===== src/rtl/rv32i_pkg.sv =====
`default_nettype none

package rv32i_pkg;

    // data path width
    localparam int unsigned xlen = 32;

    // architectural registers
    localparam int unsigned num_regs = 32;

    // data ram geometry with one word per entry
    localparam int unsigned ram_words = 256;
    localparam int unsigned ram_idx_w = $clog2(ram_words);

    typedef logic [xlen-1:0] rv32i_word;
    typedef logic [4:0]      reg_addr_t;

    // writeback source
    typedef enum logic [3:0] {
        alu_out,
        br_en,
        u_imm,
        lw,
        pc_plus4,
        lb,
        lbu,
        lh,
        lhu
    } regfilemux_sel_t;

    typedef enum logic [1:0] {
        mem_none,
        mem_load,
        mem_store
    } mem_op_t;

    typedef enum logic [1:0] {
        size_byte,
        size_half,
        size_word
    } mem_size_t;

    typedef struct packed {
        logic            load_regfile;
        regfilemux_sel_t regfilemux_sel;
        mem_op_t         mem_op;
        mem_size_t       mem_size;
    } ctrl_word_t;

    // executed instruction from upstream
    typedef struct packed {
        ctrl_word_t ctrl;
        reg_addr_t  rd;
        rv32i_word  alu_out;
        rv32i_word  store_data;
        rv32i_word  pc;
        rv32i_word  u_imm;
        logic       br_en;
    } ex_mem_t;

    typedef struct packed {
        ctrl_word_t ctrl;
        reg_addr_t  rd;
        rv32i_word  alu_out;
        rv32i_word  mem_rdata;
        rv32i_word  pc;
        rv32i_word  u_imm;
        logic       br_en;
    } mem_wb_t;

    // master side of the apb link
    typedef struct packed {
        logic       psel;
        logic       penable;
        logic       pwrite;
        rv32i_word  paddr;
        rv32i_word  pwdata;
        logic [3:0] pstrb;
    } apb_req_t;

endpackage

`default_nettype wire


===== src/rtl/regfile.sv =====
`timescale 1ns/1ps
`default_nettype none

module regfile
    import rv32i_pkg::*;
(
    input  wire logic clk_i,
    input  wire logic rst_n_i,
    input  wire logic we_i,
    input  reg_addr_t rd_i,
    input  rv32i_word wdata_i,
    input  reg_addr_t rs_addr_i,
    output rv32i_word rs_data_o
);

    rv32i_word regs [num_regs];

    always_ff @(posedge clk_i or negedge rst_n_i) begin
        if (!rst_n_i) begin
            for (int i = 0; i < num_regs; i++) begin
                regs[i] <= '0;
            end
        end else if (we_i && rd_i != 5'd0) begin
            // x0 is never written and stays zero
            regs[rd_i] <= wdata_i;
        end
    end

    // async read without same-cycle bypass
    assign rs_data_o = regs[rs_addr_i];

endmodule

`default_nettype wire


===== config.mk =====
export PLATFORM = sky130hd
export DESIGN_NAME = regfile
export DESIGN_NICKNAME = d
export VERILOG_FILES = /design/src/rtl/rv32i_pkg.sv /design/src/rtl/regfile.sv
export SDC_FILE = /design/constraint.sdc
export NUM_CORES = 1
export LEC_CHECK = 0
export BUFFER_PORTS_ARGS = -buffer_cell sky130_fd_sc_hd__buf_2
export CAP_MARGIN = 20
export CELL_PAD_IN_SITES_DETAIL_PLACEMENT = 1
export CELL_PAD_IN_SITES_GLOBAL_PLACEMENT = 2
export CORE_MARGIN = 10
export CORE_UTILIZATION = 49
export DETAILED_ROUTE_END_ITERATION = 6
export PLACE_DENSITY = 0.83
export SYNTH_ARGS = -nofsm -noshare
export SYNTH_HDL_FRONTEND = slang
export SYNTH_SLANG_ARGS = --single-unit
export TNS_END_PERCENT = 5

===== constraint.sdc =====
create_clock -name clk_i -period 2.4 [get_ports clk_i]
set_input_delay 0.12 -clock clk_i [delete_from_list [all_inputs] [get_ports clk_i]]
set_output_delay 0.12 -clock clk_i [all_outputs]
set_load 0.02 [all_outputs]

# After elaboration in Yosys (flattened, before gate mapping)
# Cells that the tools add are included.
[totals] wordCells=46 regBits=1024 in_bits=45 output_inout_bits=32
[classes] magnitude_cmp=3 n_reduce_logical=3 n_mux=6 bitwise_logic=2
[ops] op="bitwise mux 1024 bit" n=1
[ops] op="binary-select mux 32 bit (select 5 bit)" n=1
[ops] op="demux 32 bit (select 5 bit)" n=1
[ops] op="two-way mux 32 bit" n=3
[ops] op=">= comparator 6 bit (second input constant)" n=2
[ops] op="NOT 5 -> 6 bit" n=2
[ops] op="less-than comparator 6 x 1 -> 1 bit (second input constant)" n=1
[ops] op="nonzero test 5 bit" n=1
[ops] op="logical AND 1 bit" n=2

# Depth between registers and ports, before layout
[depth] depth_word=6 ltp_mapped=8 ltp_nobuf=5

# Worst setup path before layout
# No wires, ideal clock.
[synth_timing] path_kind="input to output" from="input port rs_addr_i[1]" to="output port rs_data_o[16]" t_required_ns=2.280 path_slack_ns=0.765 arrival_time_ns=1.515 path_buffers=4 stages=8 path_cell_list="buf_2 buf_2 buf_4 buf_2 mux2i_1 a22oi_1 a31oi_1 nand3_1"
[synth_between] elab_chain_len=4
[synth_lines] item="start, declared" line_no="regfile.sv:12" text="input reg_addr_t rs_addr_i,"
[synth_lines] item="NOT 5 -> 6 bit (implied by the code)" line_no="regfile.sv:30" text="assign rs_data_o = regs[rs_addr_i];"
[synth_lines] item="binary-select mux 32 bit (select 5 bit)" line_no="regfile.sv:30"
[synth_lines] item="two-way mux 32 bit (implied by the code) (2 in series)" line_no="regfile.sv:30"
[synth_lines] item="end, declared" line_no="regfile.sv:13" text="output rv32i_word rs_data_o"
# No other way between the ends. The select of a mux whose other input is x is not followed.

# Worst setup path after layout
[layout_timing] from="register regs[931] (netlist name)" to="output port rs_data_o[3]"
[layout_between] elab_chain_len=3
[layout_lines] item="start, declared" line_no="regfile.sv:16" text="rv32i_word regs [num_regs];"
[layout_lines] item="start signal, assigned by index" line_no="regfile.sv:25" text="regs[rd_i] <= wdata_i;"
[layout_lines] item="binary-select mux 32 bit (select 5 bit)" line_no="regfile.sv:30"
[layout_lines] item="two-way mux 32 bit (implied by the code) (2 in series)" line_no="regfile.sv:30"
# No other way between the ends. The select of a mux whose other input is x is not followed.

==> run_results.csv <==
group,metric,value,unit
cells_and_area,max_flop_register,"regs",
clocking,clk_pin_slew,0.06,ns
drt,met2_length,69660,µm
cells_and_area,largest_reg_flops,1024,
critical_path,crit_required,2.28,ns
drt,viasPerCell,6.116,
critical_path,reg2reg_depth,1,
drt,vias,29380,
drt,routedWlPerCell,29.48,µm
floorplanning,start_util,49.25,%
floorplanning,core_area,94870,µm²
worst_hold_path,hold_path.class,"in -> reg",
grt,grt_pass1_vias,32420,
pwr,ir_drop,587.9,µV
grt,grt_usage,25.84,%
floorplanning,dieArea,108100,µm²
timing,tightest_slew,0.9612,ns
timing,slew_viol_final,0,
grt,grt_pass1_wl,212400,µm
timing,hold_violations,0,
drt,met3_wirelength,5554,µm
place,gp_congestion,0.7936,
timing,fin_crit_sh,97.79,%
run_status,outcome,"finished clean",
cells_and_area,largestRegisters,"regs: 1024 flops",
drt,drtAntennaViolNets,0,
floorplanning,rows,113,
clocking,post_cts_buffers,0,
critical_path,r2r_slack,1.58,ns
timing,period_minus_slack,2.347,ns
floorplanning,die_h,328.8,µm
critical_path,crit_fanout,2,
clocking,cts_buffers,107,
timing,whs,0.07001,ns
synthesis,seq_area_frac_synth,54.85,%
place,place_area,49500,µm²
clocking,numClockSinks,1024,
timing,relSlewSlack,35.92,%
synthesis,syn_inst,3451,
job,drv_cap,0,
pwr,p_leak,25.13,nW
grt,grt_max_degree,165,
cells_and_area,syn_to_final_growth,13.86,%
critical_path,critPathLaunch,"regs[931]",
synthesis,avgSynthCellArea,13.54,µm²
drt,wl_met1,62060,µm
drt,highest_layer,"met5",
timing,fin_skew,0,ns
grt,globalRouteOverflowTotal,0,
timing,max_freq,426.1,MHz
critical_path,endpoint,"rs_data_o[3]",
critical_path,cp-start-kind,"flop",
clocking,cts_root_buffer,"clkbuf_16",
critical_path,rr_endpoint,"regs[363]",
synthesis,synth_fp_nets,3496,
critical_path,r2r_start,"regs[363]",
drt,drc,0,
critical_path,cp.arrival,2.23,ns
clocking,cts_max_level,3,
drt,routed_wl,141600,µm
floorplanning,die_w,328.8,µm
synthesis,synth_cell_types,25,
floorplanning,num_io_pins,77,
synthesis,syn_area,46720,µm²
synthesis,synth_seq_cells,1024,
clocking,cts.path.max_buffers,3,
grt,grt_antenna_before_repair,10,
cells_and_area,layout-drive-gt1-share,40.54,%
synthesis,synth_warnings,0,
drt,drtPass1Iterations,6,
timing,rsz0062_at_grt,"true",
clocking,clk_latency,0.67,ns
place,dp_hpwl,83030,µm
clocking,cts_tree,"yes",
critical_path,cp-end-kind,"output pin",
cells_and_area,final_area,53190,µm²
timing,setup_viol,0,
drt,drt-initial-drc-count,1967,
pwr,power.density,877.7,nW/µm²
place,portBuffers,76,
cells_and_area,final_nets,3495,
critical_path,worst-setup-path-type,"reg -> out",
==> metrics by stage <==
step                      instances  setup WS, ns  util, %  power, mW   TNS (ns)
after floorplan                3451        0.7652        -      27.12          0
after global placement         4604        0.2259    52.18      28.96          0
after detailed placement       4604        0.2826    52.18      29.77          0
after CTS                      4800       0.02045    56.05      46.96          0
after global routing           4803     -0.003361    56.07      48.67  -0.003361
final                          4803       0.05314    56.07      46.69          0
==> synth_stat cells <==
library cell | count | area [µm²]
nor2_1 | 14 | 52.55
nand4_1 | 1 | 6.260
a22o_1 | 64 | 560.5
mux2i_1 | 512 | 5125
a21oi_1 | 96 | 480.5
mux2_1 | 27 | 304.0
mux2_2 | 965 | 10870
or2_2 | 1 | 6.260
nand2b_1 | 5 | 31.28
buf_1 | 13 | 48.80
dfrtp_1 | 1024 | 25620
buf_2 | 152 | 760.7
clkbuf_1 | 187 | 701.9
and2_1 | 1 | 6.260
or3_1 | 3 | 18.77
nor2b_1 | 6 | 37.54
a31oi_1 | 32 | 200.2
buf_4 | 4 | 30.03
nand3_1 | 97 | 485.5
nor3b_2 | 2 | 25.02
nor3_1 | 35 | 175.2
a22oi_1 | 96 | 720.7
nand2_1 | 110 | 412.9
nand4b_1 | 3 | 26.28
nor4_2 | 1 | 12.51
==> logic make-up after synthesis <==
kind of cell           share of synthesized area, %
AOI/OAI and AO/OA                             4.199
buffers and inverters                         3.299
DFF                                           54.85
muxes                                         34.88
and+or+nand+nor                               2.775
==> power by group <==
part / internal, mW / total (mW) / leakage, nW / switching (mW)
Clock: 10.1 / 17.1 / 1.82 / 6.98
Sequential: 20.5 / 22.4 / 13.1 / 1.82
Combinational: 3.86 / 7.23 / 10.2 / 3.37
Total: 34.5 / 46.7 / 25.1 / 12.2
==> worst max-delay path: stages (launching register included) <==
cell and delay (ns):
dfrtp_1 0.35, mux2i_1 0.08, a22o_1 0.23, nor3_1 0.35, a31oi_2 0.11, nand3_1 0.21, buf_2 0.22
==> layout make-up <==
class / instances / area (µm²)
Fill cell: 9004 / 41680
Sequential cell: 1024 / 25620
Multi-Input combinational cell: 2071 / 19780
Clock buffer: 155 / 3226
Timing Repair Buffer: 246 / 2570
Tap cell: 1265 / 1583
Clock inverter: 39 / 406.6
Antenna cell: 3 / 7.507
==> repair_timing <==
action	4_1_cts	5_1_grt
endpoints found under the setup margin	4	4
pin swaps	0	0
endpoints found under the hold margin	780	0
hold buffers	2	0
resized for setup	4	3
==> worst min-delay path by stage <==
stage | cells after the start | to | slack, ns | start
6_report | 4 | regs[900] | 0.07 | rd_i[1]
5_1_grt | 4 | regs[900] | 0.07 | rd_i[1]
4_1_cts | 4 | regs[900] | 0.03 | rd_i[1]
3_5_place_dp | 1 | regs[32] | 0.02 | rst_n_i
3_3_place_gp | 1 | regs[96] | 0.02 | rst_n_i
2_1_floorplan | 0 | regs[0] | -0.18 | rst_n_i
==> layer usage <==
layer,vias up,GRT usage (%)
met5,-,0
met4,6,8.473
met3,245,3.395
met2,583,43.38
met1,16100,34.38
li1,12450,-
==> placed cells by master (no fill, tap or decap), types with 3 or more instances in the layout <==
cell and instances:
nor2b_4 4, diode_2 3, or3_2 3, nand3_2 7, bufinv_16 8, mux2i_1 512
nand2_1 98, nand2b_1 3, clkbuf_1 18, mux2_2 965, buf_2 74, a31oi_1 31
nand4b_1 3, clkinv_2 28, mux2_1 27, buf_12 71, buf_4 97, nor3_1 34
a22o_1 64, clkbuf_16 113, nand3_1 90, a22oi_1 96, nand2_2 12, a21oi_1 96
nor2_4 13, clkbuf_8 24, dfrtp_1 1024
Power figures use the tool's default switching activity.
