===== src/rtl/rv32i_pkg.sv =====
`default_nettype none

package rv32i_pkg;

    // data path width
    localparam int unsigned xlen = 32;

    // architectural registers
    localparam int unsigned num_regs = 32;

    // data ram geometry with one word per entry
    localparam int unsigned ram_words = 256;
    localparam int unsigned ram_idx_w = $clog2(ram_words);

    typedef logic [xlen-1:0] rv32i_word;
    typedef logic [4:0]      reg_addr_t;

    // writeback source
    typedef enum logic [3:0] {
        alu_out,
        br_en,
        u_imm,
        lw,
        pc_plus4,
        lb,
        lbu,
        lh,
        lhu
    } regfilemux_sel_t;

    typedef enum logic [1:0] {
        mem_none,
        mem_load,
        mem_store
    } mem_op_t;

    typedef enum logic [1:0] {
        size_byte,
        size_half,
        size_word
    } mem_size_t;

    typedef struct packed {
        logic            load_regfile;
        regfilemux_sel_t regfilemux_sel;
        mem_op_t         mem_op;
        mem_size_t       mem_size;
    } ctrl_word_t;

    // executed instruction from upstream
    typedef struct packed {
        ctrl_word_t ctrl;
        reg_addr_t  rd;
        rv32i_word  alu_out;
        rv32i_word  store_data;
        rv32i_word  pc;
        rv32i_word  u_imm;
        logic       br_en;
    } ex_mem_t;

    typedef struct packed {
        ctrl_word_t ctrl;
        reg_addr_t  rd;
        rv32i_word  alu_out;
        rv32i_word  mem_rdata;
        rv32i_word  pc;
        rv32i_word  u_imm;
        logic       br_en;
    } mem_wb_t;

    // master side of the apb link
    typedef struct packed {
        logic       psel;
        logic       penable;
        logic       pwrite;
        rv32i_word  paddr;
        rv32i_word  pwdata;
        logic [3:0] pstrb;
    } apb_req_t;

endpackage

`default_nettype wire


===== src/rtl/wb_stage.sv =====
`timescale 1ns/1ps
`default_nettype none

module wb_stage
    import rv32i_pkg::*;
(
    input  wire logic wb_valid_i,
    input  mem_wb_t   wb_data_i,
    output logic      rf_we_o,
    output reg_addr_t rf_rd_o,
    output rv32i_word rf_wdata_o
);

    logic [7:0]  byte_lane;
    logic [15:0] half_lane;
    rv32i_word   rdata;

    assign rdata   = wb_data_i.mem_rdata;
    assign rf_we_o = wb_valid_i && wb_data_i.ctrl.load_regfile;
    assign rf_rd_o = wb_data_i.rd;

    // lane pick from the low address bits
    always_comb begin
        case (wb_data_i.alu_out[1:0])
            2'b00:   byte_lane = rdata[7:0];
            2'b01:   byte_lane = rdata[15:8];
            2'b10:   byte_lane = rdata[23:16];
            default: byte_lane = rdata[31:24];
        endcase
        // bit 0 ignored for halfwords
        if (wb_data_i.alu_out[1]) begin
            half_lane = rdata[31:16];
        end else begin
            half_lane = rdata[15:0];
        end
    end

    always_comb begin
        unique case (wb_data_i.ctrl.regfilemux_sel)
            alu_out: begin
                rf_wdata_o = wb_data_i.alu_out;
            end
            br_en: begin
                rf_wdata_o = {{(xlen-1){1'b0}}, wb_data_i.br_en};
            end
            u_imm: begin
                rf_wdata_o = wb_data_i.u_imm;
            end
            pc_plus4: begin
                rf_wdata_o = wb_data_i.pc + 32'd4;
            end
            lw: begin
                rf_wdata_o = rdata;
            end
            lb: begin
                rf_wdata_o = {{24{byte_lane[7]}}, byte_lane};
            end
            lbu: begin
                rf_wdata_o = {24'h0, byte_lane};
            end
            lh: begin
                rf_wdata_o = {{16{half_lane[15]}}, half_lane};
            end
            lhu: begin
                rf_wdata_o = {16'h0, half_lane};
            end
            default: begin
                rf_wdata_o = wb_data_i.alu_out;
            end
        endcase
    end

endmodule

`default_nettype wire


===== config.mk =====
export PLATFORM = sky130hd
export DESIGN_NAME = wb_stage
export DESIGN_NICKNAME = d
export VERILOG_FILES = /design/src/rtl/rv32i_pkg.sv /design/src/rtl/wb_stage.sv
export SDC_FILE = /design/constraint.sdc
export NUM_CORES = 1
export LEC_CHECK = 0
export BUFFER_PORTS_ARGS = -buffer_cell sky130_fd_sc_hd__buf_2
export CAP_MARGIN = 20
export CORE_ASPECT_RATIO = 1.25
export CORE_MARGIN = 5
export CORE_UTILIZATION = 30
export DETAILED_ROUTE_END_ITERATION = 6
export SYNTH_ARGS = -nofsm -noshare
export SYNTH_HDL_FRONTEND = slang
export SYNTH_SLANG_ARGS = --single-unit
export TNS_END_PERCENT = 50

===== constraint.sdc =====
create_clock -name vclk -period 7.6
set_input_delay 1.52 -clock vclk [all_inputs]
set_output_delay 1.52 -clock vclk [all_outputs]
set_load 0.02 [all_outputs]

Yosys cells after proc, flatten, opt, wreduce, memory -nomap -nowiden
Index checks and enable logic that the tools add are counted.
Cells by class
  add/sub/neg operators: 1
  equal/unequal tests: 10
  multiplexer cells: 3
  reductions and logical operators: 2
Operator list (number)
  case mux 32 bit (8 select lines): 1
  adder 32 x 3 -> 32 bit (second input constant): 1
  case mux 8 bit (3 select lines): 1
  equality test 4 x 3 -> 1 bit (second input constant): 4
  two-way mux 16 bit: 1
  equality test 4 x 2 -> 1 bit (second input constant): 2
  equality test 4 x 1 -> 1 bit (second input constant): 1
  equality test 4 bit (second input constant): 1
  equality test 2 x 1 -> 1 bit (second input constant): 1
  equality test 2 bit (second input constant): 1
  logical NOT 2 bit: 1
  logical AND 1 bit: 1
Storage, ports and cells
  register bits: 0
  output and inout port bits: 38

Logic depth before layout (Yosys ltp)
  word-level depth: 3
  depth in mapped cells: 7
  mapped depth without buffers: 6

Worst setup path before layout
Ideal clock, no wire load.
  kind: input port to output port
  start: input wb_data_i[138] (netlist name)
  end: output rf_wdata_o[1]
  data arrival time: 3.263 ns
  data required time: 6.080 ns
  setup slack: 2.817 ns
  cell stages on the path: 5
  path buffers: 2
  cells stage by stage: buf_2 > nor4b_1 > a31oi_2 > buf_2 > o311ai_0
On the way
  word-level cells in the longest chain between the ends: 2
RTL lines
  from (decl): line wb_stage.sv:8  | input mem_wb_t wb_data_i,
  equality test 4 bit (tied with other cells): line wb_stage.sv:39  | unique case (wb_data_i.ctrl.regfilemux_sel)
  case mux 32 bit (8 select lines) (*): line wb_stage.sv:39
  to (decl): line wb_stage.sv:11  | output rv32i_word rf_wdata_o
Every way passes the cells marked *; elsewhere a longest branch is shown, timed or not.

Worst setup path after layout
  start: input wb_data_i[138] (netlist name)
  end: output rf_wdata_o[8]
Same word-level chain as after synthesis.

==> flow_summary.html <==
<table>
<tr><th>Metric</th><th>Value</th></tr>
<tr><th colspan="2">Outcome</th></tr>
<tr><td>Status</td><td>finished clean</td></tr>
<tr><th colspan="2">Synth</th></tr>
<tr><td>Post-synthesis instance area</td><td>0.00219 sq mm</td></tr>
<tr><td>Leading post-synthesis cells by cell area</td><td>mux2i_1 (20%), mux4_2 (8.2%), o22ai_1 (7.1%)</td></tr>
<tr><td>Avg Synthesized Cell Area</td><td>7.28 sq um</td></tr>
<tr><td>Yosys warning total</td><td>0</td></tr>
<tr><td>Largest area contributor in the synthesized netlist</td><td>mux2i_1</td></tr>
<tr><td>Gate Count Post-Synth</td><td>approximately 300</td></tr>
<tr><td>Share of the synthesized area in the top cell type</td><td>0.201</td></tr>
<tr><td>Distinct cell type count of the synthesized netlist</td><td>between 40 and 50</td></tr>
<tr><td>Sequential-to-total area share from yosys stat</td><td>0</td></tr>
<tr><td>Net Count, Synth</td><td>446</td></tr>
<tr><th colspan="2">Worst setup path</th></tr>
<tr><td>Endpoint kind of the worst setup timing path</td><td>output pin</td></tr>
<tr><td>Cell Chain, Critical Path</td><td>buf_2 -&gt; buf_12 -&gt; nor4b_1 -&gt; a31oi_2 -&gt; o22ai_1 -&gt; o32a_1 -&gt; buf_2</td></tr>
<tr><td>CP bufs+invs</td><td>3</td></tr>
<tr><td>Class of the most critical setup path</td><td>input port to output pin</td></tr>
<tr><td>Stage delay of the slowest cell on the critical path</td><td>just under 0.7 ns</td></tr>
<tr><td>Data arrival, critical path</td><td>roughly 3.8 ns</td></tr>
<tr><td>Required time worst endpoint</td><td>between 6 and 7 ns</td></tr>
<tr><td>Launch point of the critical path</td><td>wb_data_i[138]</td></tr>
<tr><td>Family with the most delay on the worst path</td><td>compound AO/OA/AOI/OAI gates</td></tr>
<tr><td>Slowest cell on crit path</td><td>a31oi_2</td></tr>
<tr><td>Most numerous cell on the critical path</td><td>buf_2</td></tr>
<tr><td>Critical path peak fanout</td><td>33</td></tr>
<tr><td>Crit start category</td><td>input port</td></tr>
<tr><th colspan="2">Power</th></tr>
<tr><td>Comb pwr share</td><td>1.000</td></tr>
<tr><td>Power spent charging and discharging nets</td><td>roughly 0.12 mW</td></tr>
<tr><td>Cell area power density</td><td>69.3 mW/mm^2</td></tr>
<tr><td>Sequential share of power</td><td>0</td></tr>
<tr><td>Overall power</td><td>approximately 0.21 mW</td></tr>
<tr><td>Leakage power total</td><td>about 1.4 nW</td></tr>
<tr><td>Max IR drop VDD</td><td>0.0000277 V</td></tr>
<tr><td>Total internal power</td><td>between 0.09 and 0.1 mW</td></tr>
<tr><td>Switching portion of total power</td><td>0.569</td></tr>
<tr><td>Clock Power Share</td><td>0</td></tr>
<tr><th colspan="2">Placement</th></tr>
<tr><td>Placed Cells</td><td>~530</td></tr>
<tr><td># port buffers</td><td>about 170</td></tr>
<tr><td>Placer's final routability congestion estimate</td><td>0.849</td></tr>
<tr><td>Placed wire-length estimate</td><td>8440 microns</td></tr>
<tr><td>Minimum setup slack after placement</td><td>about 1.9 ns</td></tr>
<tr><th colspan="2">Detailed routing</th></tr>
<tr><td>Drt total wl</td><td>between 10000 and 15000 microns</td></tr>
<tr><td>Vias after detailed routing</td><td>approximately 3.0k</td></tr>
<tr><td>Count of antenna-violating nets left after detailed routing</td><td>0</td></tr>
<tr><td>Wirelength per Cell</td><td>between 15 and 20 microns</td></tr>
<tr><td>DRT iter0 DRCs</td><td>between 100 and 150</td></tr>
<tr><td>Drc violations</td><td>0</td></tr>
<tr><td>Iteration count of the initial detailed-routing pass</td><td>5</td></tr>
<tr><td>Number of vias per cell after detailed routing</td><td>5.64</td></tr>
<tr><th colspan="2">Die</th></tr>
<tr><td>Initial core utilization</td><td>0.310</td></tr>
<tr><td>I/O Pins</td><td>about 180</td></tr>
<tr><td>Die Ht</td><td>approximately 110 microns</td></tr>
<tr><td>Total core area</td><td>0.00706 sq mm</td></tr>
<tr><td>Row Count</td><td>34</td></tr>
<tr><td>Die area</td><td>just over 0.009 sq mm</td></tr>
<tr><td>Width of the die</td><td>86.5 microns</td></tr>
<tr><th colspan="2">Cells and area</th></tr>
<tr><td>Ant. Diodes</td><td>0</td></tr>
<tr><td>Final #Nets</td><td>592</td></tr>
<tr><td>Core utilization of the finished layout</td><td>0.430</td></tr>
<tr><td>Combined flip-flop and latch cell area</td><td>0 sq um</td></tr>
<tr><td>Number of sequential storage elements</td><td>0</td></tr>
<tr><td>Final cell count without fillers</td><td>535</td></tr>
<tr><td>Layout filler cell count</td><td>approximately 790</td></tr>
<tr><td>Area overhead of the layout relative to synthesis</td><td>38.6%</td></tr>
<tr><td>Ratio of cells with drive above 1 in the final layout</td><td>0.425</td></tr>
<tr><td>Clk_buf instances</td><td>0</td></tr>
<tr><th colspan="2">STA</th></tr>
<tr><td>Clock period minus final worst setup slack</td><td>around 5.3 ns</td></tr>
<tr><td>Normalized max-slew margin</td><td>0.385</td></tr>
<tr><td>Final hold viol count</td><td>0</td></tr>
<tr><td>Worst Tran Pin Value</td><td>between 0.9 and 1 ns</td></tr>
<tr><td>Worst Setup Slack, final</td><td>approximately 2.3 ns</td></tr>
<tr><td>Slew Viols, Final</td><td>0</td></tr>
<tr><td>Achievable frequency</td><td>~190 MHz</td></tr>
<tr><td>Crit share post-route</td><td>0.694</td></tr>
<tr><td>Final setup violation count</td><td>0</td></tr>
<tr><td>RSZ-0062 raised after global routing</td><td>no</td></tr>
<tr><td>Aggregate negative setup slack</td><td>0 ns</td></tr>
<tr><th colspan="2">GRT</th></tr>
<tr><td>First-pass GRT wire length</td><td>about 15000 microns</td></tr>
<tr><td>Busiest metal layer after global routing</td><td>met2</td></tr>
<tr><td>Total routing resource utilization after global routing</td><td>0.203</td></tr>
<tr><td>Grt met1 use</td><td>0.259</td></tr>
<tr><td>Global-route congestion overflow total</td><td>0</td></tr>
<tr><td>Met2 layer usage reported by global route</td><td>0.361</td></tr>
<tr><td>Vias in the first global route</td><td>between 2k and 3k</td></tr>
<tr><td>Initial antenna violation count</td><td>0</td></tr>
<tr><td>Maximum number of pins on one net before global-route repair</td><td>44</td></tr>
<tr><td>Met3 usage</td><td>0.0351</td></tr>
<tr><th colspan="2">Job</th></tr>
<tr><td>Max cap viols</td><td>0</td></tr>
<tr><th colspan="2">Clock network</th></tr>
<tr><td>Hold buffers post-CTS</td><td>0</td></tr>
<tr><td>Post-CTS setup buffer count</td><td>0</td></tr>
<tr><td>Post_cts resized</td><td>0</td></tr>
<tr><th colspan="2">Hold path</th></tr>
<tr><td>Class of the tightest hold or removal check</td><td>input port to output pin</td></tr>
<tr><td>Startpoint of the worst hold path</td><td>wb_data_i[130]</td></tr>
</table>
==> per-stage QoR <==
stage | area [sq um] | hold slack [ns]
6_report | 3040 | 3.04
4_1_cts | 3020 | 3.04
5_1_grt | 3040 | 3.04
2_1_floorplan | 2190 | 3.15
3_5_place_dp | 3020 | 3.04
3_3_place_gp | 3020 | 3.04
==> logic make-up after synthesis <==
group	share of synthesized area
compound gates	0.244
xor+xnor	0.108
fa+ha+maj	0.00571
buf+inv	0.0719
simple gates	0.267
mux	0.304
==> cells in the final DEF, fill, tap and decap left out, types with 2 or more instances in the layout <==
cell and count:
nand2_1 23, inv_1 4, mux2_2 4, o22a_1 2, o22ai_1 25, or3_1 2
xor2_1 15, nor4_1 2, o21ai_0 8, and3_1 5, buf_2 168, mux2i_1 44
o32a_1 10, o211ai_1 3, a222oi_1 5, nand3_1 13, o21ai_1 10, nor3_1 5
nand4_1 10, a21oi_1 3, and2_1 4, mux4_2 8, nor2_1 35, nor2b_1 3
xnor2_1 11, or4_1 2
==> area by class of cell <==
cell class | instances | area (sq um) | area share
Timing Repair Buffer | 170 | 868 | 0.286
Tap cell | 90 | 113 | 0.0371
Multi-Input combinational cell | 271 | 2040 | 0.672
Inverter | 4 | 15.0 | 0.00494
==> synthesized netlist by cell type, drive strengths merged <==
cell type / n
buf: 16
ha: 1
nor2b: 3
xnor2: 12
nand3b: 1
a222oi: 5
a211oi: 1
clkbuf: 10
mux2i: 44
or4: 2
o221ai: 1
nand3: 13
mux4: 8
nor2: 35
a311oi: 1
o32a: 10
o211ai: 3
a31oi: 2
o21ai: 18
or3: 2
a41o: 1
nor4: 3
and4: 1
nor3: 6
o22ai: 25
and2: 4
o22a: 2
mux2: 4
and3: 5
inv: 4
xor2: 15
nand4b: 1
nor3b: 2
nand4: 10
a221oi: 1
o311ai: 1
a21oi: 3
nand2: 23
nor4b: 2
==> layer usage <==
| layer | routed length [microns] | part of all wire | vias to the layer above |
|---|---|---|---|
| met1 | 3920 | 0.39 | 1405 |
| met5 | 0 | 0 | - |
| li1 | - | - | 1467 |
| met2 | 5170 | 0.51 | 140 |
| met4 | 119 | 0.012 | 0 |
| met3 | 897 | 0.089 | 8 |
==> power groups by stage <==
stage	combinational [mW]	sequential [mW]	clock, mW
global placement	0.207	0	0
global route	0.227	0	0
CTS	0.209	0	0
detailed placement	0.209	0	0
finish	0.210	0	0
floorplan	0.127	0	0
==> worst paths after layout <==
kind                            end  slack, ns  cells after the start
worst min-delay path     rf_rd_o[1]       3.04                      0
worst max-delay path  rf_wdata_o[8]       2.33                      7
(Power assumes the default switching activity.)
