`config.mk`:
```
export PLATFORM = sky130hd
export DESIGN_NAME = mem_stage
export DESIGN_NICKNAME = d
export VERILOG_FILES = /design/src/rtl/rv32i_pkg.sv /design/src/rtl/mem_stage.sv
export SDC_FILE = /design/constraint.sdc
export NUM_CORES = 1
export LEC_CHECK = 0
export CAP_MARGIN = 20
export CORE_AREA = 2 2 151 153
export CTS_CLUSTER_SIZE = 25
export DETAILED_ROUTE_END_ITERATION = 6
export DIE_AREA = 0 0 153 155
export DONT_BUFFER_PORTS = 1
export SYNTH_ARGS = -nofsm -noshare
export SYNTH_HDL_FRONTEND = slang
export SYNTH_SLANG_ARGS = --single-unit
export TNS_END_PERCENT = 100
```
`constraint.sdc`:
```
create_clock -name clk_i -period 9.6 [get_ports clk_i]
set_input_delay 1.92 -clock clk_i [delete_from_list [all_inputs] [get_ports clk_i]]
set_output_delay 1.92 -clock clk_i [all_outputs]
set_load 0.01 [all_outputs]
```
`src/rtl/rv32i_pkg.sv`:
```
`default_nettype none

package rv32i_pkg;

    // data path width
    localparam int unsigned xlen = 32;

    // architectural registers
    localparam int unsigned num_regs = 32;

    // data ram geometry with one word per entry
    localparam int unsigned ram_words = 256;
    localparam int unsigned ram_idx_w = $clog2(ram_words);

    typedef logic [xlen-1:0] rv32i_word;
    typedef logic [4:0]      reg_addr_t;

    // writeback source
    typedef enum logic [3:0] {
        alu_out,
        br_en,
        u_imm,
        lw,
        pc_plus4,
        lb,
        lbu,
        lh,
        lhu
    } regfilemux_sel_t;

    typedef enum logic [1:0] {
        mem_none,
        mem_load,
        mem_store
    } mem_op_t;

    typedef enum logic [1:0] {
        size_byte,
        size_half,
        size_word
    } mem_size_t;

    typedef struct packed {
        logic            load_regfile;
        regfilemux_sel_t regfilemux_sel;
        mem_op_t         mem_op;
        mem_size_t       mem_size;
    } ctrl_word_t;

    // executed instruction from upstream
    typedef struct packed {
        ctrl_word_t ctrl;
        reg_addr_t  rd;
        rv32i_word  alu_out;
        rv32i_word  store_data;
        rv32i_word  pc;
        rv32i_word  u_imm;
        logic       br_en;
    } ex_mem_t;

    typedef struct packed {
        ctrl_word_t ctrl;
        reg_addr_t  rd;
        rv32i_word  alu_out;
        rv32i_word  mem_rdata;
        rv32i_word  pc;
        rv32i_word  u_imm;
        logic       br_en;
    } mem_wb_t;

    // master side of the apb link
    typedef struct packed {
        logic       psel;
        logic       penable;
        logic       pwrite;
        rv32i_word  paddr;
        rv32i_word  pwdata;
        logic [3:0] pstrb;
    } apb_req_t;

endpackage

`default_nettype wire

```
`src/rtl/mem_stage.sv`:
```
`timescale 1ns/1ps
`default_nettype none

module mem_stage
    import rv32i_pkg::*;
(
    input  wire logic clk_i,
    input  wire logic rst_n_i,
    input  wire logic ex_valid_i,
    input  ex_mem_t   ex_data_i,
    output logic      ex_ready_o,
    output apb_req_t  apb_o,
    input  rv32i_word prdata_i,
    input  wire logic pready_i,
    output logic      wb_valid_o,
    output mem_wb_t   wb_data_o
);

    typedef enum logic [1:0] {
        st_idle,
        st_setup,
        st_access
    } mem_state_t;

    mem_state_t state_q;
    mem_state_t state_d;
    ex_mem_t    ex_q;
    mem_wb_t    wb_d;
    mem_wb_t    wb_q;
    logic       ready_q;
    logic       pend_q;
    logic       wb_valid_q;
    logic       accept;
    logic       is_mem;
    logic       wb_load;
    logic [1:0] lane;

    assign ex_ready_o = ready_q && (state_q == st_idle);
    assign accept     = ex_valid_i && ex_ready_o;
    assign is_mem     = ex_data_i.ctrl.mem_op != mem_none;
    assign lane       = ex_q.alu_out[1:0];

    // pend_q marks a non-memory instruction waiting in ex_q
    assign wb_load = (state_q == st_idle && pend_q) ||
                     (state_q == st_access && pready_i);

    always_comb begin
        state_d = state_q;
        case (state_q)
            st_idle: begin
                if (accept && is_mem) begin
                    state_d = st_setup;
                end
            end
            st_setup: begin
                state_d = st_access;
            end
            st_access: begin
                if (pready_i) begin
                    state_d = st_idle;
                end
            end
            default: begin
                state_d = st_idle;
            end
        endcase
    end

    // apb request held stable by ex_q until pready
    always_comb begin
        apb_o.psel    = state_q != st_idle;
        apb_o.penable = state_q == st_access;
        apb_o.pwrite  = ex_q.ctrl.mem_op == mem_store;
        apb_o.paddr   = {ex_q.alu_out[xlen-1:2], 2'b00};
        case (ex_q.ctrl.mem_size)
            size_byte: begin
                apb_o.pwdata = {4{ex_q.store_data[7:0]}};
                apb_o.pstrb  = 4'b0001 << lane;
            end
            size_half: begin
                apb_o.pwdata = {2{ex_q.store_data[15:0]}};
                apb_o.pstrb  = lane[1] ? 4'b1100 : 4'b0011;
            end
            default: begin
                apb_o.pwdata = ex_q.store_data;
                apb_o.pstrb  = 4'b1111;
            end
        endcase
        // reads carry no strobes
        if (!apb_o.pwrite) begin
            apb_o.pstrb = 4'b0000;
        end
    end

    always_comb begin
        wb_d.ctrl      = ex_q.ctrl;
        wb_d.rd        = ex_q.rd;
        wb_d.alu_out   = ex_q.alu_out;
        wb_d.mem_rdata = (state_q == st_access) ? prdata_i : '0;
        wb_d.pc        = ex_q.pc;
        wb_d.u_imm     = ex_q.u_imm;
        wb_d.br_en     = ex_q.br_en;
    end

    always_ff @(posedge clk_i or negedge rst_n_i) begin
        if (!rst_n_i) begin
            state_q    <= st_idle;
            ready_q    <= 1'b0;
            pend_q     <= 1'b0;
            wb_valid_q <= 1'b0;
        end else begin
            state_q    <= state_d;
            ready_q    <= 1'b1;
            pend_q     <= accept && !is_mem;
            wb_valid_q <= wb_load;
        end
    end

    always_ff @(posedge clk_i) begin
        if (accept) begin
            ex_q <= ex_data_i;
        end
        if (wb_load) begin
            wb_q <= wb_d;
        end
    end

    assign wb_valid_o = wb_valid_q;
    assign wb_data_o  = wb_q;

endmodule

`default_nettype wire

```
Yosys cells after proc, flatten, opt, wreduce, memory -nomap -nowiden
Cells that the tools add are included.
- bits in registers: 291
- word-level logic and storage cells: 50
- input port bits: 179
- equality and inequality tests: 6
- multiplexer cells: 6
- reduce and logical (&&, ||, !) cells: 13
- shifts and indexed selects: 1
- operator list (kind ; count):
    36-bit one-hot mux with 2 select lines ; 1
    4-bit two-way mux ; 2
    1-bit logical AND ; 6
    2-bit one-hot mux with 3 select lines ; 1
    2-bit by 1-bit == test with 1-bit output, second input constant ; 2
    2-bit == test, second input constant ; 2
    2-bit logical NOT ; 2
    2-bit two-way mux ; 2
    2-bit by 1-bit != test with 1-bit output, second input constant ; 2
    2-bit nonzero test ; 2
    1-bit by 2-bit << shifter with 4-bit output, first input constant ; 1
    2-bit AND reduction ; 1
    1-bit logical NOT ; 1
    1-bit logical OR ; 1

Depth between registers and ports, before layout
Gate-level depths: netlist (run 1).
- word-level depth: 6
- mapped depth: 4
- mapped depth without buffers: 3

Worst setup path after synthesis (run 1)
No wires, ideal clock.
- path type: input -> register
- from: input pready_i
- to: register wb_valid_q, in the netlist wb_valid_o
- setup slack: 0.888 ns
- library setup time: 0.752 ns
- buffers on the path: 0
- stages: 2
- data arrival time: 7.959 ns
- path through: mux2i_1 nor2_1
- longest elaborated chain between the ends: 2
- ends and longest elaborated chain (element ; RTL line ; source):
    start, declared ; mem_stage.sv:14 ; input wire logic pready_i,
    1-bit logical AND ; mem_stage.sv:45 ; (state_q == st_access && pready_i);
    1-bit logical OR ; mem_stage.sv:44 ; assign wb_load = (state_q == st_idle && pend_q) ||
    named net wb_load ; mem_stage.sv:35 ; logic wb_load;
    end signal, assigned ; mem_stage.sv:115 ; wb_valid_q <= wb_load;
    end, declared ; mem_stage.sv:32 ; logic wb_valid_q;
The timed path passes the listed nets, and every way through them passes these cells.
A chain may end at the register's enable or synchronous reset.

==> results of run 1 <==
==> cell type report <==
cell class / instances / area [um2]
Tap cell: 285 / 357
Fill cell: 1784 / 11400
Sequential cell: 291 / 8710
Timing Repair Buffer: 4 / 50.0
Multi-Input combinational cell: 97 / 693
Clock buffer: 33 / 762
Antenna cell: 2 / 5.00
Inverter: 5 / 23.8
Clock inverter: 23 / 206
==> sequential cells by signal, summed over array words and instances (netlist names) <==
signal / flops
apb_o: 30
ex_q: 113
pend_q: 1
ready_q: 1
state_q: 2
wb_data_o: 143
wb_valid_o: 1
==> through the flow <==
stage,setup WS (ns),power [mW]
final,5.66,2.72
after global routing,5.52,2.82
after CTS,5.40,2.76
after detailed placement,5.38,1.64
after global placement,5.47,1.64
after floorplan,0.888,1.63
==> worst max-delay path by stage <==
stage / slack [ns] / depth (start not counted) / endpoint / startpoint
2_1_floorplan: 0.89 / 2 / wb_valid_o$_DFF_PN0_ / pready_i
3_3_place_gp: 5.47 / 4 / wb_data_o[77]$_SDFFCE_PP0P_ / pready_i
3_5_place_dp: 5.38 / 4 / wb_data_o[73]$_SDFFCE_PP0P_ / pready_i
4_1_cts: 5.40 / 2 / apb_o[17] / ex_q[135]$_DFFE_PP_
5_1_grt: 5.52 / 2 / apb_o[1] / ex_q[134]$_DFFE_PP_
6_report: 5.66 / 2 / apb_o[1] / ex_q[134]$_DFFE_PP_
==> power groups by stage <==
stage / sequential [mW] / combinational (mW) / clock (mW)
2_1_floorplan: 1.56 / 0.0741 / 0
4_1_cts: 1.54 / 0.0756 / 1.14
3_3_place_gp: 1.57 / 0.0730 / 0
6_report: 1.54 / 0.0757 / 1.10
5_1_grt: 1.54 / 0.0848 / 1.19
3_5_place_dp: 1.57 / 0.0756 / 0
==> worst max-delay path: cells and delay by family (launching register included) <==
family / cells / cell delay [ns]
AOI/OAI and AO/OA: 2 / 0.62
DFF: 1 / 0.85
==> synthesized netlist by cell type <==
| cell type | n |
|---|---|
| buf_4 | 41 |
| nand2_1 | 8 |
| edfxtp_1 | 286 |
| nand3_1 | 1 |
| nor2_8 | 1 |
| buf_2 | 2 |
| mux2_4 | 1 |
| nor2b_4 | 1 |
| a21oi_1 | 4 |
| o21ai_1 | 8 |
| mux2_2 | 16 |
| conb_1 | 2 |
| nor3_1 | 1 |
| o21ai_0 | 2 |
| dfrtp_1 | 5 |
| and2_1 | 33 |
| clkbuf_2 | 2 |
| mux2i_1 | 9 |
| nor2_1 | 7 |
| inv_1 | 5 |
| nand2b_1 | 2 |
| buf_6 | 2 |
==> cell families (layout without fill, tap and decap cells) <==
kind of cell | after synthesis | count (layout) | share of synthesized area [%]
multiplexers | 26 | 26 | 2.92
buffers and inverters | 52 | 65 | 3.78
AND/OR/NAND/NOR | 54 | 54 | 3.27
other | 2 | 5 | 0.0769
AO/OA/AOI/OAI | 14 | 14 | 0.718
flip-flops | 291 | 291 | 89.2
==> layer usage <==
metal	track usage, %	part of all wire [%]	up-vias
li1	-	-	1608
met1	15.6	34	1823
met2	24.8	52	264
met3	6.07	11	44
met4	5.82	3.2	0
met5	0	0	-
==> metrics.txt, run 1 <==
Final Wtd Congestion=roughly 0.76; commonest non-fill, non-tap cell in the layout=edfxtp_1; placed cell area=9810 um2; setup_tns=0 ns; skew final=~0.011 ns; IR drop worst, VDD=162 uV; Final Hold Fails=0; first-pass iteration count of the detailed router=4; fraction of layout cells with a size suffix above 1=15.9%; Yosys top cell by area=edfxtp_1; leakage power=about 3.5 nW; sequential area share after synthesis=89.2%; slowest cell delay on critical path=0.85 ns; CP required=7.68 ns; core area=22200 um2; postcts setup bufs=0; final hold slack=around 0.41 ns; worst r2r path cells=4; Routed WL=between 15000 and 20000 um; CP cell instances=o21ai_0 > a21oi_1; PortBufs=0; worst-path maximum fanout=13; Site Rows=55; CTS tree=done; final instance area=10800 um2; reg2reg setup slack=6.83 ns; Synth cell types=22; CP Class=flop to output port; Placed Instances=between 600 and 700; RSZ-0062 raised after global routing=no; Mapped Cells=439; die width=153 um; Routed Antenna Nets=0; CP arrival=~2.0 ns; worst-margin pin slew=1.06 ns; first-pass GRT wire length=25300 um; syn_area_per_cell=22.2 um2; Root Buffer Master=clkbuf_16; maximum level of the CTS H-tree=1; clock slew seen by the registers of the worst setup and hold paths=0.06 ns; CP Launch Type=flop; Slowest-stage cell, CP=edfxtp_1; Area contributors post-synth=edfxtp_1, buf_4, and2_1, mux2_2, dfrtp_1; PD cells=roughly 250 nW/um2; CTS sink cnt=291; Setup-failing EPs final=0; period utilisation layout=41.1%; r2r endpoint=ex_q[136]$_DFFE_PP_; power share of the combinational group=2.8%; final core occ=between 40% and 50%; Initial Util=a little over two fifths; Hold Path Class=flop to flop; Syn-to-layout area delta=10.7%; Post-CTS Resized=0; CTS Buf Count=30; sequential share of power=56.6%; maxcap violations=0; initial antenna violation count=5; fin crit period=3.94 ns; vias in the first global route=approximately 3800; Reg2Reg Launch Point=state_q[0]$_DFFE_PN0P_; synth warn=0; switching pwr=0.583 mW; final routed DRC violation total=0; Synth Register Bits=291; Vias=3739; clock power share=40.6%; status=finished clean; die area=23700 um2; via-per-instance ratio=5.05; largest net degree at the start of global routing=83; most frequent cells in the layout=edfxtp_1, and2_1, clkbuf_16, mux2_2, mux2i_1; Post-layout nets=608; Max-slew headroom=29.6%; Max clock buf depth=3; grt ovf=0; drt initial violations=218; hold endpoint=wb_data_o[57]$_DFFE_PP_; Top Ports=395; Syn Std Cell Area=9760 um2; f_max=254 MHz; hold-critical path depth=0; CP Capture Type=output port; Non-Filler Instances=740; sw frac=21.4%; clk_lat worst skew=0.56 ns; hold_buf cts=0; Internal=2.14 mW; Vert. Die Dim=155 um; min-delay src=ex_q[57]$_DFFE_PP_; Routed WL per cell=24.6 um; total track usage=14.3%; Yosys top cell area share=88.0%; Pins Over Slew Limit=0
(Power assumes the default switching activity.)
==> run 2, diff against run 1 <==
==> constraint.sdc (replaced) <==
create_clock -name clk_i -period 3.95 [get_ports clk_i]
set_input_delay 0.79 -clock clk_i [delete_from_list [all_inputs] [get_ports clk_i]]
set_output_delay 0.79 -clock clk_i [all_outputs]
set_load 0.01 [all_outputs]
==> run 2 against run 1 <==
Global-route usage shrank 0.22 points. Wire length down 1.7%. Worst hold slack got worse by 0.076 ns. Clock-buffer cell count rose by 6. Register-to-register slack worse by 5.0 ns. Core utilization fell by 0.090 points. Die area stayed put. Setup slack got worse by 4.7 ns. Largest cell class unchanged. Highest routed layer is now met5.
==> metrics.txt, run 2 (synthesized netlist as in run 1, its figures left out) <==
Max clock buf depth=3 (unchanged); Top Ports=395 (unchanged); commonest non-fill, non-tap cell in the layout=edfxtp_1 (unchanged); clk_lat worst skew=0.53 ns (was 0.56 ns); vias in the first global route=3786 (was 3838); grt ovf=0 (unchanged); CP Launch Type=flop (unchanged); CP Capture Type=output port (unchanged); fraction of layout cells with a size suffix above 1=13.8% (was 15.9%); Post-layout nets=608 (unchanged); PD cells=608 nW/um2 (was 252 nW/um2); Syn-to-layout area delta=10.5% (was 10.7%); Hold Path Class=primary input to flop (was flop to flop); final hold slack=0.338 ns (was 0.415 ns); total track usage=14.1% (was 14.3%); initial antenna violation count=4 (was 5); maxcap violations=0 (unchanged); most frequent cells in the layout=edfxtp_1, and2_1, clkbuf_16, mux2_2, clkbuf_1 (was edfxtp_1, and2_1, clkbuf_16, mux2_2, mux2i_1); Setup-failing EPs final=0 (unchanged); PortBufs=0 (unchanged); die area=23700 um2 (unchanged); first-pass GRT wire length=25200 um (was 25300 um); worst-margin pin slew=0.822 ns (was 1.06 ns); skew final=0.00854 ns (was 0.0113 ns); period utilisation layout=between 70% and 80%; drt initial violations=206 (was 218); CP required=3.16 ns (was 7.68 ns); Vias=3716 (was 3739); f_max=332 MHz; leakage power=3.52 nW (was 3.53 nW); fin crit period=3.01 ns; Site Rows=55 (unchanged); Root Buffer Master=clkbuf_16 (unchanged); maximum level of the CTS H-tree=1 (unchanged); status=finished clean (unchanged); via-per-instance ratio=5.06 (was 5.05); CTS sink cnt=291 (unchanged); clock slew seen by the registers of the worst setup and hold paths=0.06 ns (about the same); RSZ-0062 raised after global routing=no (unchanged); CTS tree=done (unchanged); Pins Over Slew Limit=0 (unchanged); core area=22200 um2 (unchanged); Max-slew headroom=45.2% (was 29.6%); Initial Util=43.9% (unchanged); CP arrival=2.22 ns (was 2.02 ns); CTS Buf Count=28 (was 30); setup_tns=0 ns (unchanged); Routed Antenna Nets=0 (unchanged); Largest register FFs=143 (unchanged); final instance area=10800 um2 (about the same); placed cell area=9860 um2 (was 9810 um2); Final Wtd Congestion=0.763 (was 0.762); Final Hold Fails=0 (unchanged); die width=153 um (unchanged); IR drop worst, VDD=371 uV (was 162 uV); final routed DRC violation total=0 (unchanged); Vert. Die Dim=155 um (unchanged); Routed WL per cell=24.4 um (was 24.6 um); overall power=6.56 mW (was 2.72 mW); Routed WL=17900 um (was 18200 um); CP Class=flop to output port (unchanged); largest net degree at the start of global routing=111 (was 83); first-pass iteration count of the detailed router=4 (unchanged); worst-path maximum fanout=23 (was 13); HPWL Detailed=12800 um
[run 2: changes by cell type in the layout (fill, tap and decap cells not counted), moves of 2 or more]
cell,delta
clkinv_1,-2
inv_6,-3
clkinv_2,-5
clkbuf_1,+7
bufinv_16,+2
buf_12,+3
clkinvlp_4,-3
[run 2: worst paths after layout]
path                                        startpoint                      end  slack (ns)  depth (start not counted)
min in group asynchronous                      rst_n_i         pend_q$_DFF_PN0_        0.56                          1
worst min register to register      ex_q[32]$_DFFE_PP_  wb_data_o[32]$_DFFE_PP_        0.41                          0
max in group asynchronous                      rst_n_i   state_q[0]$_DFFE_PN0P_        3.19                          1
worst max register to register  state_q[0]$_DFFE_PN0P_       ex_q[24]$_DFFE_PP_        1.82                          4
worst max-delay path               ex_q[135]$_DFFE_PP_                apb_o[13]        0.94                          3
worst min-delay path                    ex_data_i[136]         pend_q$_DFF_PN0_        0.34                          1
[run 2: repair_timing]
item                      in CTS  in global routing
resized for setup              0                  0
hold buffers                   1                  0
hold endpoints to repair       5                  0
setup buffers                  0                  0
[run 2: per-stage QoR]
step / setup WS (ns) / cells / util, %
floorplan: 0.483 / 440 / -
global placement: 1.51 / 683 / 44.4
detailed placement: 1.47 / 683 / 44.4
CTS: 0.891 / 734 / 48.5
global route: 0.847 / 734 / 48.5
finish: 0.942 / 735 / 48.5
[run 2: layout make-up]
| class | count | area, um2 |
|---|---|---|
| antenna | 1 | 2.50 |
| clock buffer | 39 | 763 |
| multi-input combinational | 97 | 693 |
| clock inverter | 11 | 154 |
| sequential | 291 | 8710 |
| tap | 285 | 357 |
| timing repair buffer | 6 | 85.1 |
| inverter | 5 | 22.5 |
| fill | 1777 | 11400 |
[run 2: critical path, stage by stage (launching register included)]
cell      delay [ns]
edfxtp_1        0.72
buf_4           0.33
nor2_8          0.22
mux2_2          0.41
[run 2: per-layer routing]
metal / part of all wire [%] / vias up / GRT usage [%]
met3: 11 / 36 / 6.18
met1: 34 / 1806 / 15.5
met2: 53 / 263 / 24.7
met5: 0.23 / - / 0
met4: 2.3 / 6 / 4.45
li1: - / 1605 / -
[run 2: power by group]
group          switching, mW  total, mW  internal [mW]
Combinational          0.140      0.189         0.0489
Clock                   1.03       2.63           1.60
Sequential             0.131       3.74           3.61
